$ cat src/design/mul_macros.svh
`ifndef MUL_MACROS_SVH
`define MUL_MACROS_SVH

// Request tag width
`define MUL_TAG_W 4

// Result buffer entries, 2, 4 or 8
`define RESULT_FIFO_DEPTH 4

// Register stages in the multiplier
`define MUL_STAGES 2

// Width of an occupancy or free-slot count
`define RESULT_FIFO_CNT_W ($clog2(`RESULT_FIFO_DEPTH + 1))

`endif

$ cat src/design/mul_pkg.sv
`include "mul_macros.svh"

package mul_pkg;

    // Operand seen as a full word or as byte lanes
    typedef union packed {
        logic [31:0]     word;
        logic [3:0][7:0] lanes;  // lanes[0] is the low byte
    } operand_t;

    typedef struct packed {
        logic                  valid;  // One-cycle strobe
        logic [`MUL_TAG_W-1:0] tag;
        operand_t              a;
        operand_t              b;
    } mul_req_t;

    typedef struct packed {
        logic                  valid;
        logic [`MUL_TAG_W-1:0] tag;
        logic [31:0]           product;  // Low half of a * b
    } mul_rsp_t;

endpackage

$ cat src/design/wallace_mul8.sv
module wallace_mul8 (
    input  logic [7:0]  a,
    input  logic [7:0]  b,
    output logic [15:0] product
);

    wire [7:0]  p [8];  // p[i][j] has weight i + j
    wire [53:1] s;
    wire [63:1] c;

    // Returns {carry, sum}
    function automatic logic [1:0] fa(input logic x, input logic y, input logic z);
        logic t;
        t = x ^ y;
        return {(x & y) | (z & t), z ^ t};
    endfunction

    function automatic logic [1:0] ha(input logic x, input logic y);
        return {x & y, x ^ y};
    endfunction

    for (genvar i = 0; i < 8; i++) begin : g_pp
        assign p[i] = a & {8{b[i]}};
    end

    // Layer 1, rows 0-2 and rows 3-5
    assign {c[1], s[1]}   = ha(p[0][1], p[1][0]);
    assign {c[2], s[2]}   = fa(p[0][2], p[1][1], p[2][0]);
    assign {c[3], s[3]}   = fa(p[0][3], p[1][2], p[2][1]);
    assign {c[4], s[4]}   = fa(p[0][4], p[1][3], p[2][2]);
    assign {c[10], s[10]} = ha(p[3][1], p[4][0]);
    assign {c[5], s[5]}   = fa(p[0][5], p[1][4], p[2][3]);
    assign {c[11], s[11]} = fa(p[3][2], p[4][1], p[5][0]);
    assign {c[6], s[6]}   = fa(p[0][6], p[1][5], p[2][4]);
    assign {c[12], s[12]} = fa(p[3][3], p[4][2], p[5][1]);
    assign {c[7], s[7]}   = fa(p[0][7], p[1][6], p[2][5]);
    assign {c[13], s[13]} = fa(p[3][4], p[4][3], p[5][2]);
    assign {c[8], s[8]}   = ha(p[1][7], p[2][6]);
    assign {c[14], s[14]} = fa(p[3][5], p[4][4], p[5][3]);
    assign {c[9], s[9]}   = fa(p[2][7], p[3][6], p[4][5]);
    assign {c[15], s[15]} = fa(p[3][7], p[4][6], p[5][5]);
    assign {c[16], s[16]} = ha(p[4][7], p[5][6]);

    // Layer 2, rows 6-7 join here
    assign {c[17], s[17]} = ha(s[2], c[1]);
    assign {c[18], s[18]} = fa(s[3], c[2], p[3][0]);
    assign {c[19], s[19]} = fa(s[4], c[3], s[10]);
    assign {c[20], s[20]} = fa(s[5], c[4], s[11]);
    assign {c[21], s[21]} = fa(s[6], c[5], s[12]);
    assign {c[22], s[22]} = fa(s[7], c[6], s[13]);
    assign {c[23], s[23]} = fa(s[8], c[7], s[14]);
    assign {c[24], s[24]} = fa(s[9], c[8], c[14]);
    assign {c[29], s[29]} = fa(c[9], p[6][4], p[7][3]);
    assign {c[30], s[30]} = fa(c[15], p[6][5], p[7][4]);
    assign {c[31], s[31]} = fa(p[5][7], p[6][6], p[7][5]);
    assign {c[32], s[32]} = ha(p[6][7], p[7][6]);
    assign {c[25], s[25]} = ha(p[6][0], c[11]);
    assign {c[26], s[26]} = fa(c[12], p[6][1], p[7][0]);
    assign {c[27], s[27]} = fa(c[13], p[6][2], p[7][1]);
    assign {c[28], s[28]} = fa(p[5][4], p[6][3], p[7][2]);

    // Layer 3
    assign {c[33], s[33]} = ha(s[18], c[17]);
    assign {c[34], s[34]} = ha(s[19], c[18]);
    assign {c[35], s[35]} = fa(s[20], c[19], c[10]);
    assign {c[36], s[36]} = fa(s[21], c[20], s[25]);
    assign {c[37], s[37]} = fa(s[22], c[21], s[26]);
    assign {c[38], s[38]} = fa(s[23], c[22], s[27]);
    assign {c[39], s[39]} = fa(s[24], c[23], s[28]);
    assign {c[40], s[40]} = fa(s[15], c[24], s[29]);
    assign {c[41], s[41]} = ha(s[16], s[30]);
    assign {c[42], s[42]} = ha(c[16], s[31]);

    // Layer 4, two rows left afterwards
    assign {c[43], s[43]} = ha(s[34], c[33]);
    assign {c[44], s[44]} = ha(s[35], c[34]);
    assign {c[45], s[45]} = ha(s[36], c[35]);
    assign {c[46], s[46]} = fa(s[37], c[36], c[25]);
    assign {c[47], s[47]} = fa(s[38], c[37], c[26]);
    assign {c[48], s[48]} = fa(s[39], c[38], c[27]);
    assign {c[49], s[49]} = fa(s[40], c[39], c[28]);
    assign {c[50], s[50]} = fa(s[41], c[40], c[29]);
    assign {c[51], s[51]} = fa(s[42], c[30], c[41]);
    assign {c[52], s[52]} = fa(c[42], s[32], c[31]);
    assign {c[53], s[53]} = ha(p[7][7], c[32]);

    // Final ripple from bit 5
    assign product[0] = p[0][0];
    assign product[1] = s[1];
    assign product[2] = s[17];
    assign product[3] = s[33];
    assign product[4] = s[43];
    assign {c[54], product[5]}  = ha(s[44], c[43]);
    assign {c[55], product[6]}  = fa(s[45], c[44], c[54]);
    assign {c[56], product[7]}  = fa(s[46], c[45], c[55]);
    assign {c[57], product[8]}  = fa(s[47], c[46], c[56]);
    assign {c[58], product[9]}  = fa(s[48], c[47], c[57]);
    assign {c[59], product[10]} = fa(s[49], c[48], c[58]);
    assign {c[60], product[11]} = fa(s[50], c[49], c[59]);
    assign {c[61], product[12]} = fa(s[51], c[50], c[60]);
    assign {c[62], product[13]} = fa(s[52], c[51], c[61]);
    assign {c[63], product[14]} = fa(s[53], c[52], c[62]);
    assign product[15] = c[53] | c[63];  // At most one is set, product < 2**16

endmodule

$ cat src/design/mul_unit.sv
`include "mul_macros.svh"

module mul_unit import mul_pkg::*; (
    input  logic                           clk,
    input  logic                           rst_n,
    input  mul_req_t                       req,
    input  logic [`RESULT_FIFO_CNT_W-1:0] free_slots,
    output logic                           busy,
    output logic                           reject,
    output mul_rsp_t                       prod
);

    localparam int NPROD    = 10;  // Lane pairs with i + j <= 3
    localparam int CNT_W    = `RESULT_FIFO_CNT_W;
    localparam int FLIGHT_W = $clog2(`MUL_STAGES + 1);

    logic                  accept;
    logic [FLIGHT_W-1:0]   in_flight;
    logic [15:0]           byte_prod [NPROD];
    logic [31:0]           term [NPROD];
    logic [31:0]           sum;

    logic                  s1_valid;
    logic [`MUL_TAG_W-1:0] s1_tag;
    logic [15:0]           s1_prod [NPROD];

    logic                  s2_valid;
    logic [`MUL_TAG_W-1:0] s2_tag;
    logic [31:0]           s2_product;

    // New request also needs a slot, so equality already blocks
    assign busy   = free_slots <= CNT_W'(in_flight);
    assign accept = req.valid && !busy;

    for (genvar i = 0; i < 4; i++) begin : g_lane_a
        for (genvar j = 0; j < 4 - i; j++) begin : g_lane_b
            localparam int K = 4 * i - i * (i - 1) / 2 + j;

            wallace_mul8 i_wallace_mul8 (
                .a       (req.a.lanes[i]),
                .b       (req.b.lanes[j]),
                .product (byte_prod[K])
            );

            assign term[K] = {16'b0, s1_prod[K]} << (8 * (i + j));  // Top bits fall off
        end
    end

    always_comb begin
        sum = '0;
        for (int k = 0; k < NPROD; k++) begin
            sum = sum + term[k];
        end
    end

    always_ff @(posedge clk) begin
        if (!rst_n) begin
            s1_valid  <= 1'b0;
            s2_valid  <= 1'b0;
            in_flight <= '0;
            reject    <= 1'b0;
        end else begin
            s1_valid  <= accept;
            s2_valid  <= s1_valid;
            in_flight <= in_flight + FLIGHT_W'(accept) - FLIGHT_W'(s2_valid);
            reject    <= req.valid && busy;
        end
    end

    always_ff @(posedge clk) begin
        if (accept) begin
            s1_tag  <= req.tag;
            s1_prod <= byte_prod;
        end
        if (s1_valid) begin
            s2_tag     <= s1_tag;
            s2_product <= sum;
        end
    end

    assign prod = '{valid: s2_valid, tag: s2_tag, product: s2_product};

    a_push_has_room: assert property (@(posedge clk) disable iff (!rst_n)
        prod.valid |-> free_slots != '0)
        else $error("mul_unit: result pushed with no free slot");

    // Byte-lane sum against the full word product
    a_low_product: assert property (@(posedge clk) disable iff (!rst_n)
        prod.valid |-> prod.product == $past(req.a.word * req.b.word, 2))
        else $error("mul_unit: low product mismatch");

endmodule

$ cat src/design/result_fifo.sv
`include "mul_macros.svh"

module result_fifo import mul_pkg::*; (
    input  logic                           clk,
    input  logic                           rst_n,
    input  mul_rsp_t                       push_data,
    input  logic                           pop,
    output mul_rsp_t                       head,
    output logic [`RESULT_FIFO_CNT_W-1:0] free_slots
);

    localparam int DEPTH = `RESULT_FIFO_DEPTH;
    localparam int PTR_W = (DEPTH > 1) ? $clog2(DEPTH) : 1;
    localparam int CNT_W = `RESULT_FIFO_CNT_W;

    logic                  push;
    logic [PTR_W-1:0]      wr_ptr;
    logic [PTR_W-1:0]      rd_ptr;
    logic [CNT_W-1:0]      count;
    logic [`MUL_TAG_W-1:0] tag_mem [DEPTH];
    logic [31:0]           prod_mem [DEPTH];

    function automatic logic [PTR_W-1:0] next_ptr(input logic [PTR_W-1:0] ptr);
        return (ptr == PTR_W'(DEPTH - 1)) ? '0 : ptr + 1'b1;
    endfunction

    assign push = push_data.valid;

    always_ff @(posedge clk) begin
        if (push) begin
            tag_mem[wr_ptr]  <= push_data.tag;
            prod_mem[wr_ptr] <= push_data.product;
        end
    end

    always_ff @(posedge clk) begin
        if (!rst_n) begin
            wr_ptr <= '0;
            rd_ptr <= '0;
            count  <= '0;
        end else begin
            if (push) begin
                wr_ptr <= next_ptr(wr_ptr);
            end
            if (pop) begin
                rd_ptr <= next_ptr(rd_ptr);
            end
            count <= count + CNT_W'(push) - CNT_W'(pop);
        end
    end

    assign free_slots = CNT_W'(DEPTH) - count;

    // Head shows as soon as it is written
    assign head = '{valid: count != '0, tag: tag_mem[rd_ptr], product: prod_mem[rd_ptr]};

    a_no_overflow: assert property (@(posedge clk) disable iff (!rst_n)
        push |-> count != CNT_W'(DEPTH))
        else $error("result_fifo: push while full");

    a_no_underflow: assert property (@(posedge clk) disable iff (!rst_n)
        pop |-> count != '0)
        else $error("result_fifo: pop while empty");

endmodule

$ cat src/design/result_writeback.sv
`include "mul_macros.svh"

module result_writeback import mul_pkg::*; (
    input  logic        clk,
    input  logic        rst_n,
    input  logic        wb_en,
    input  mul_rsp_t    head,
    output logic        pop,
    output mul_rsp_t    rsp,
    output logic [15:0] retired_count
);

    logic                  rsp_valid;
    logic [`MUL_TAG_W-1:0] rsp_tag;
    logic [31:0]           rsp_product;

    assign pop = wb_en && head.valid;

    always_ff @(posedge clk) begin
        if (!rst_n) begin
            rsp_valid     <= 1'b0;
            retired_count <= '0;
        end else begin
            rsp_valid <= pop;
            if (pop) begin
                retired_count <= retired_count + 16'd1;  // Wraps
            end
        end
    end

    always_ff @(posedge clk) begin
        if (pop) begin
            rsp_tag     <= head.tag;
            rsp_product <= head.product;
        end
    end

    assign rsp = '{valid: rsp_valid, tag: rsp_tag, product: rsp_product};

    // Back-to-back results only from back-to-back pops
    a_valid_from_pop: assert property (@(posedge clk) disable iff (!rst_n)
        (rsp.valid && $past(rsp.valid)) |-> ($past(pop) && $past(pop, 2)))
        else $error("result_writeback: response without a matching pop");

endmodule

$ cat src/design/mul_cluster.sv
`include "mul_macros.svh"

module mul_cluster import mul_pkg::*; (
    input  logic        clk,
    input  logic        rst_n,
    input  mul_req_t    req,
    input  logic        wb_en,
    output mul_rsp_t    rsp,
    output logic        busy,
    output logic        reject,
    output logic [15:0] retired_count
);

    mul_rsp_t                       prod;
    mul_rsp_t                       head;
    logic                           pop;
    logic [`RESULT_FIFO_CNT_W-1:0] free_slots;

    mul_unit i_mul_unit (
        .clk        (clk),
        .rst_n      (rst_n),
        .req        (req),
        .free_slots (free_slots),
        .busy       (busy),
        .reject     (reject),
        .prod       (prod)
    );

    result_fifo i_result_fifo (
        .clk        (clk),
        .rst_n      (rst_n),
        .push_data  (prod),
        .pop        (pop),
        .head       (head),
        .free_slots (free_slots)
    );

    result_writeback i_result_writeback (
        .clk           (clk),
        .rst_n         (rst_n),
        .wb_en         (wb_en),
        .head          (head),
        .pop           (pop),
        .rsp           (rsp),
        .retired_count (retired_count)
    );

endmodule

$ cat config.mk
export PLATFORM = sky130hd
export DESIGN_NAME = mul_cluster
export DESIGN_NICKNAME = d
export VERILOG_FILES = /design/src/design/mul_pkg.sv /design/src/design/wallace_mul8.sv /design/src/design/mul_unit.sv /design/src/design/result_fifo.sv /design/src/design/result_writeback.sv /design/src/design/mul_cluster.sv
export VERILOG_INCLUDE_DIRS = /design/src /design/src/design
export SDC_FILE = /design/constraint.sdc
export NUM_CORES = 1
export LEC_CHECK = 0
export ABC_AREA = 1
export BUFFER_PORTS_ARGS = -buffer_cell sky130_fd_sc_hd__buf_2
export CAP_MARGIN = 20
export CORE_AREA = 2 2 234 236
export DETAILED_ROUTE_END_ITERATION = 8
export DIE_AREA = 0 0 236 238
export PLACE_DENSITY = 0.76
export SETUP_SLACK_MARGIN = 0.3
export SLEW_MARGIN = 40
export SYNTH_ARGS = -nofsm -noshare
export SYNTH_HDL_FRONTEND = slang
export SYNTH_SLANG_ARGS = --single-unit
$ cat constraint.sdc
create_clock -name clk -period 8.6 [get_ports clk]
set_clock_uncertainty 0.05 [all_clocks]
set_input_delay 1.29 -clock clk [delete_from_list [all_inputs] [get_ports clk]]
set_output_delay 1.29 -clock clk [all_outputs]
set_load 0.01 [all_outputs]
==> impl_summary.md, run 1 <==
Clock tree
In this run the number of H-tree levels came out at 2. The clock passes through at most 3 buffers. The post-CTS resize count is 0. The latest clock arrival within the worst-skew pair is between 500 and 600 ps. The number of buffers inserted by hold repair at cts is 0. The clock net sink count is 377. The root buffer cell chosen for the clock tree is clkbuf_16. Buffers inserted during clock tree synthesis total 42.

TritonCTS built the clock tree. Clock-pin slew was measured on the worst setup and hold paths at 60 ps. The number of setup buffers added after CTS is 0.

Outcome
The flow ran to the end, and the final reports show no timing, DRC or antenna violations.

Synthesis
Of the post-synthesis cell area, the dominant cell type holds 0.338. The multiplexer share of the synthesized area is 0. In the synthesized netlist, the cells that appear most often are 829 x inv_1, 786 x nand2_1, 399 x fa_1.

The synthesized area per cell is just under 10 µm². The adder and majority gate portion of the synthesized area is 0.350. Synthesis instantiated 38 different standard cells from the library.

The number of instances in the synthesized netlist is 3207. The cell area after technology mapping is 30900 µm². The library cell with the largest summed area after synthesis is edfxtp_1.

The share of async-settable or async-resettable flops after synthesis is 0. The post-synthesis compound-gate area fraction is 0.0311. The most used flip-flop cell after synthesis is edfxtp_1. The simple-gate share of the synthesized area is 0.131. The register bit count reported by yosys is 377.

By area, the combinational part of the netlist is dominated by adder cells. In the post-synthesis netlist, the biggest area contributors are edfxtp_1 34%, fa_1 26%, inv_1 10%. Synthesis produced a netlist with a net count of 3905. Yosys mapped a number of flops with a built-in enable equal to 348. The most numerous cell in the Yosys netlist is inv_1. The XOR/XNOR share of the synthesized area is 0.0142. For this run, the register share of the synthesized area comes to 0.356. The yosys synthesis warning count is 0.

STA
The part of the cycle the worst path needs is 0.844. Static timing analysis puts the maximum clock frequency at 138 MHz. The post-layout minimum cycle time is 7260 ps. The number of slew-limit violations in the final report is 0. Setup repair after global routing left no endpoint under its margin. The final hold violation count is 0.

The relative max-transition margin is 0.506. Setup total negative slack on the finished layout was measured at 0 ps. Setup violations remaining at the end of the flow were counted as 0. The slew of the pin with the lowest slew margin is between 700 and 800 ps.

Final layout
The ratio of cells with drive above 1 in the final layout is 0.0736. The multi-input logic area is 16300 µm². The share of the core filled with cells is 0.629. In the final layout, flip-flops and latches occupy ~11000 µm². The growth of design area from synthesis to finish is 8.74%.

After filler insertion, the fill cell instance count of the layout stands at 4247. The net count of the finished layout is 3980.

Global routing
The number of antenna violations at the first check in global routing was 3. The remaining global-route overflow is 0. The maximum number of pins on one net before global-route repair is 75. The overall routing resource usage is 0.254. The via count of the first global-routing pass is 21400.

The first global-routing pass estimated 111 mm of wire.

Die
The total I/O pin count is 127. For this configuration, the core starts out at a cell density of 0.578. The row count is 85. The total area inside the core boundary comes to 53500 µm².

In this run the vertical extent of the chip is 238 µm. Measured along the x axis, the die boundary spans 236 µm. The overall die area is 56200 µm².

Placement
The count of buffers inserted at the top-level ports is roughly 130. At the end of routability-driven placement, the weighted congestion stood at 0.926. The HPWL after detailed placement is 50.9 mm.

Worst hold path
The path class of the tightest hold or removal check is reg2reg. The startpoint identified for the worst hold timing path is i_mul_unit.s1_tag[3]$_DFFE_PP_.

Drt
The iteration count of the initial detailed-routing pass is 5. Wires add up to 68.5 mm. The post-route antenna net violation count is 0. The first routing iteration left 1536 violations. The detailed-route wire length per cell is 17.1 µm.

The number of vias per cell is about 5.2. The overall via count from detail_route is about 21000. For this run, design rule violations remaining after detail routing come to 0.

Worst setup path
The startpoint of the most critical register-to-register path is i_mul_unit.s1_prod[152]$_DFFE_PP_. At the worst endpoint, the required time is 9020 ps. The worst setup path is of the in2reg kind. In this run the worst path has a maximum fanout of 28.

The critical path starts at req[36]. STA classifies the critical path startpoint as an input port. The worst setup path is captured at a flip-flop.

The arrival time of data at the critical path endpoint is 7680 ps.

Run
The max-cap check violation count is 0.
==> final timing paths <==
kind | cells after the start | endpoint | slack [ps]
worst max-delay path | 23 | i_mul_unit.s1_prod[126]$_DFFE_PP_ | 1340
worst min-delay path | 0 | i_mul_unit.s2_tag[3]$_DFFE_PP_ | 370
worst max register to register | 23 | i_mul_unit.s2_product[31]$_DFFE_PP_ | 2840
worst min register to register | 0 | i_mul_unit.s2_tag[3]$_DFFE_PP_ | 370
==> layout by cell type, fill, tap and decap left out, types with 2 or more instances in the layout <==
master	count
inv_1	829
nand2_1	786
fa_1	399
edfxtp_1	348
ha_1	227
buf_2	126
nor2_1	125
o21ai_0	89
nand3_1	65
clkbuf_16	42
a21oi_1	41
o22ai_1	36
xor2_1	31
buf_4	31
dfxtp_1	27
xnor2_1	19
clkbuf_1	11
nand4_1	8
bufinv_16	7
nor3_1	6
nor2_4	5
nand3b_1	5
nand3_2	4
o21a_1	4
or2_2	4
clkinv_1	4
diode_2	3
nand2_2	3
clkinvlp_4	3
and3_1	2
o21ai_2	2
nor3_2	2
o21bai_1	2
inv_6	2
clkinv_2	2
clkinv_4	2
==> state kept, by name, summed over array words and instances (netlist names) <==
| register | flops |
|---|---|
| i_mul_unit.in_flight | 2 |
| i_mul_unit.reject | 1 |
| i_mul_unit.s1_prod | 128 |
| i_mul_unit.s1_tag | 4 |
| i_mul_unit.s1_valid | 1 |
| i_mul_unit.s2_product | 32 |
| i_mul_unit.s2_tag | 4 |
| i_mul_unit.s2_valid | 1 |
| i_result_fifo.count | 3 |
| i_result_fifo.prod_mem | 128 |
| i_result_fifo.rd_ptr | 2 |
| i_result_fifo.tag_mem | 16 |
| i_result_fifo.wr_ptr | 2 |
| i_result_writeback.retired_count | 16 |
| i_result_writeback.rsp_product | 32 |
| i_result_writeback.rsp_tag | 4 |
| i_result_writeback.rsp_valid | 1 |
==> through the flow <==
step | setup WS, ps | cells | hold WS (ps) | instance area, µm²
after floorplan | 302 | 3207 | 350 | 30900
after global placement | 887 | 3934 | 352 | 32200
after detailed placement | 762 | 3934 | 355 | 32200
after CTS | 1380 | 4010 | 369 | 33600
after global routing | 1050 | 4011 | 378 | 33600
final | 1340 | 4013 | 370 | 33600
==> per-layer routing <==
metal  global-route usage  routed length, µm  vias to the layer above
li1                     -                  -                     9782
met1                0.328              26800                    10100
met2                0.432              33700                      684
met3               0.0394               4770                      145
met4                0.105               3150                        2
met5                    0                  7                        -
==> final cells by class <==
cell class	instances	area share
flip-flops and latches	377	0.328
inverters	831	0.0928
well taps	696	0.0259
clock inverters	22	0.0102
clock buffers	54	0.0329
multi-input cells	1872	0.484
repair buffers	158	0.0260
diodes	3	0.000223
==> worst max-delay path, cell delays in order <==
cell and delay [ps]:
buf_2 520, nand2_1 100, inv_1 100, fa_1 440, fa_1 520, inv_1 60
fa_1 500, inv_1 40, ha_1 280, ha_1 200, inv_1 80, fa_1 200
fa_1 220, fa_1 190, inv_1 60, fa_1 480, fa_1 470, fa_1 460
fa_1 460, fa_1 420, inv_1 90, fa_1 390, inv_1 60
==> cell families after synthesis <==
family,Yosys count
AND/OR/NAND/NOR,1019
buffers and inverters,958
adder cells (fa/ha/maj),626
flip-flops,377
AO/OA/AOI/OAI,177
XOR/XNOR,50
Power of run 1 is not shown: default switching activity piles up to over one toggle a cycle in this logic, so the estimate is an artifact.
==> run 2: changes to the inputs <==
ABC_AREA = 0   (was 1)
CORE_AREA = 2 2 218 220   (was 2 2 234 236)
DIE_AREA = 0 0 220 222   (was 0 0 236 238)
PLACE_DENSITY = 0.8   (was 0.76)
clock period = 6.7 ns   (was 8.6 ns; I/O delays follow)
==> impl_summary.md, run 2 <==
Drt
The post-route antenna net violation count is 0. The wire length on met2 is 32.3 mm. The iteration count of the initial detailed-routing pass is 5. The met1 layer wirelength in the final routing is 24.4 mm. The iteration-0 DRC count of the detailed router is 1217. The DRC violation count after routing is 0. Detailed routing inserted a total of 17600 vias. In the final routed layout, each cell accounts on average for 19.8 µm. Wires add up to ~63 mm. The number of vias per cell is 5.51. The wire length on met3 is around 4.0 mm. The detailed router used layers up to and including met5.

Synthesis
The most numerous cell in the Yosys netlist is inv_1. The share of the Yosys chip area taken by registers is 0.374. By area the synthesized netlist is led by edfxtp_1 35%, fa_1 27%, ha_1 9.6%. The synthesized netlist occupies a cell area of slightly below 30000 µm². The most used flip-flop cell after synthesis is edfxtp_1. The share of synthesized area in the top cell type comes to 0.354. For this run, the number of Yosys warnings is 0.

The post-synth net total is 3100. The share of async-settable or async-resettable flops after synthesis is 0. Of the total synthesized cell area, the portion taken by full adders, half adders and majority gates is 0.367.

The synthesized area per cell is ~12 µm². The XOR/XNOR share of the synthesized area is 0.0335. In the synthesized netlist, the number of instances is 2402.

The multiplexer share of the synthesized area is 0.0288. The number of distinct standard cells referenced by the synthesized netlist is 52. The post-synthesis compound-gate area fraction is 0.0167. In this run, synthesis inferred approximately 350 flip-flops with an integrated enable. By count the netlist is led by 436 x inv_1, 399 x fa_1, 348 x edfxtp_1. The register bit count reported by yosys is 377.

The simple-gate share of the synthesized area is 0.112. After synthesis, the largest family of logic cells by area is adder cells. The library cell with the largest summed area after synthesis is edfxtp_1.

STA
In the finished design, the share of the clock period the worst path needs comes to 0.926. The number of slew-limit violations in the final report is 0. The maximum achievable frequency is 161 MHz.

The worst path in the final design needs a cycle of 6200 ps, including I/O delays and setup. The slew of the pin with the lowest slew margin is 766 ps. The relative max-transition margin is 0.489. The final hold violation count is 0.

Setup repair after global routing left no endpoint under its margin. The count of endpoints failing setup in the final report is 0. The worst hold slack is between 300 and 400 ps. After layout, the worst setup slack is 498 ps.

Run
Max-cap violations in this run came to 0.

Final layout
The number of antenna diodes in the final layout is 0. The largest registers in the layout are i_mul_unit.s1_prod (128), i_result_fifo.prod_mem (128). The growth of design area from synthesis to finish is 11.0%. The count of fill cells added during filler insertion is 3178.

The library cells used most frequently in the layout, excluding fill and tap cells, are 430 x inv_1, 355 x fa_1, 348 x edfxtp_1. In the final design database the tool counted ~3300 nets. Leaving out fill and tap cells, the most frequent cell in the layout is inv_1. In the final layout, the share of cells above drive strength 1 is 0.146.

The share of the core filled with cells is 0.708. The final cell count without fillers is 3198.

Global routing
The number of antenna violations at the first check in global routing is 3. The maximum number of pins on one net before global-route repair is between 80 and 90. Summed over all layers, the global routing overflow is 0.

In the global route stage, overall resource usage came out at 0.278. The first global-routing pass estimated 103 mm of wire. The via count of the first global-routing pass came to 19500.

Worst setup path
The type of the worst setup path is reg2reg. The kind of start point of the critical path is a flip-flop. The arrival time of data at the critical path endpoint is around 6500 ps. The sort of element at the end of the critical path is a flip-flop.

Along the worst path, the maximum fanout reaches 6. Data on the critical path is required at its endpoint by a little under 7000 ps.

Clock tree
TritonCTS built the clock tree. Counting along the longest clock path gives a buffer depth of 3. TritonCTS created 42 clock buffers. The latest clock arrival within the worst-skew pair is around 570 ps.

CTS built an H-tree with a depth of 2. The root buffer selected by CTS is clkbuf_16. Clock-pin slew was measured on the worst setup and hold paths at approximately 60 ps.

Counting every sink on the clock net gives between 300 and 400.

Die
From bottom edge to top edge, the die measures 222 µm. The region available for standard cell placement spans 46300 µm². The initial core utilization is 0.638.

The total I/O pin count is 127. The floorplan step defined a die boundary enclosing 48800 µm². From left edge to right edge, the die measures 220 µm. The initialized floorplan defines around 80 standard-cell rows.

Placement
At the end of routability-driven placement, the weighted congestion stood at 0.890. The count of buffers inserted at the top-level ports is ~130. The worst setup slack after placement is -79.5 ps. The cell count after placement is around 3100. The half-perimeter wire length after placement is 48.2 mm.

Outcome
The run finished with clean final reports.

Worst hold path
The kind of path behind the tightest hold check is reg2reg.
-- run 2: cell types whose count changed after synthesis, sizes merged, moves of 60 or more --
cell / delta
xnor2: +64
o21ai: -79
and2: +297
nand2: -514
nand3: -60
nor2: -117
inv: -395
-- run 2: kinds of logic (layout without fill, tap and decap cells) --
group / after synthesis / count (layout)
AND/OR/NAND/NOR: 641 / 641
AO/OA/AOI/OAI: 68 / 68
adder cells (fa/ha/maj): 626 / 626
buffers and inverters: 537 / 726
XOR/XNOR: 113 / 113
flip-flops: 377 / 377
multiplexers: 40 / 40
-- run 2: cell type report --
cell class,count,area (µm²),area share
clock buffer,47,1090,0.0333
sequential,377,11000,0.337
inverter,436,1640,0.0501
tap,607,759,0.0232
timing repair buffer,213,1300,0.0396
clock inverter,30,344,0.0105
multi-input combinational,1488,16600,0.507
-- run 2: metrics by stage --
stage | area, µm² | TNS (ps)
floorplan | 29700 | 0
global placement | 31300 | 0
detailed placement | 31300 | -134
CTS | 32700 | 0
global route | 32800 | 0
finish | 32800 | 0
-- run 2: critical path, cell delays in order, from the launching register on --
cell       delay, ps
edfxtp_1         330
ha_1             160
inv_1             60
fa_1             460
nor2b_1          150
o21ai_0          170
a21boi_2         320
o31ai_4          140
a2111oi_2        360
xnor2_1          140
fa_1             540
inv_1             50
fa_1             530
inv_1             50
fa_1             470
ha_1             320
ha_1             400
a21oi_1          230
o21ai_0          130
a21oi_1          340
a21o_1           250
a311oi_1         130
xor2_1           170
-- run 2: repair_timing --
action                     in CTS  in global routing
buffers inserted                0                  0
hold buffers                    0                  0
setup endpoints to repair       0                 10
gates resized for setup         0                  5
-- run 2: metal layers --
metal / track usage / up-vias
li1: - / 7867
met1: 0.353 / 8997
met2: 0.474 / 601
met3: 0.0492 / 143
met4: 0.110 / 6
met5: 0 / -
-- run 2: final timing paths --
check | start | end | slack, ps | cells past startpoint
setup / recovery | i_mul_unit.s1_prod[152]$_DFFE_PP_ | i_mul_unit.s2_product[29]$_DFFE_PP_ | 500 | 22
hold / removal | i_mul_unit.s1_tag[2]$_DFFE_PP_ | i_mul_unit.s2_tag[2]$_DFFE_PP_ | 370 | 0
setup reg to reg | i_mul_unit.s1_prod[152]$_DFFE_PP_ | i_mul_unit.s2_product[29]$_DFFE_PP_ | 500 | 22
hold reg to reg | i_mul_unit.s1_tag[2]$_DFFE_PP_ | i_mul_unit.s2_tag[2]$_DFFE_PP_ | 370 | 0
Power of run 2 is left out for the same reason.
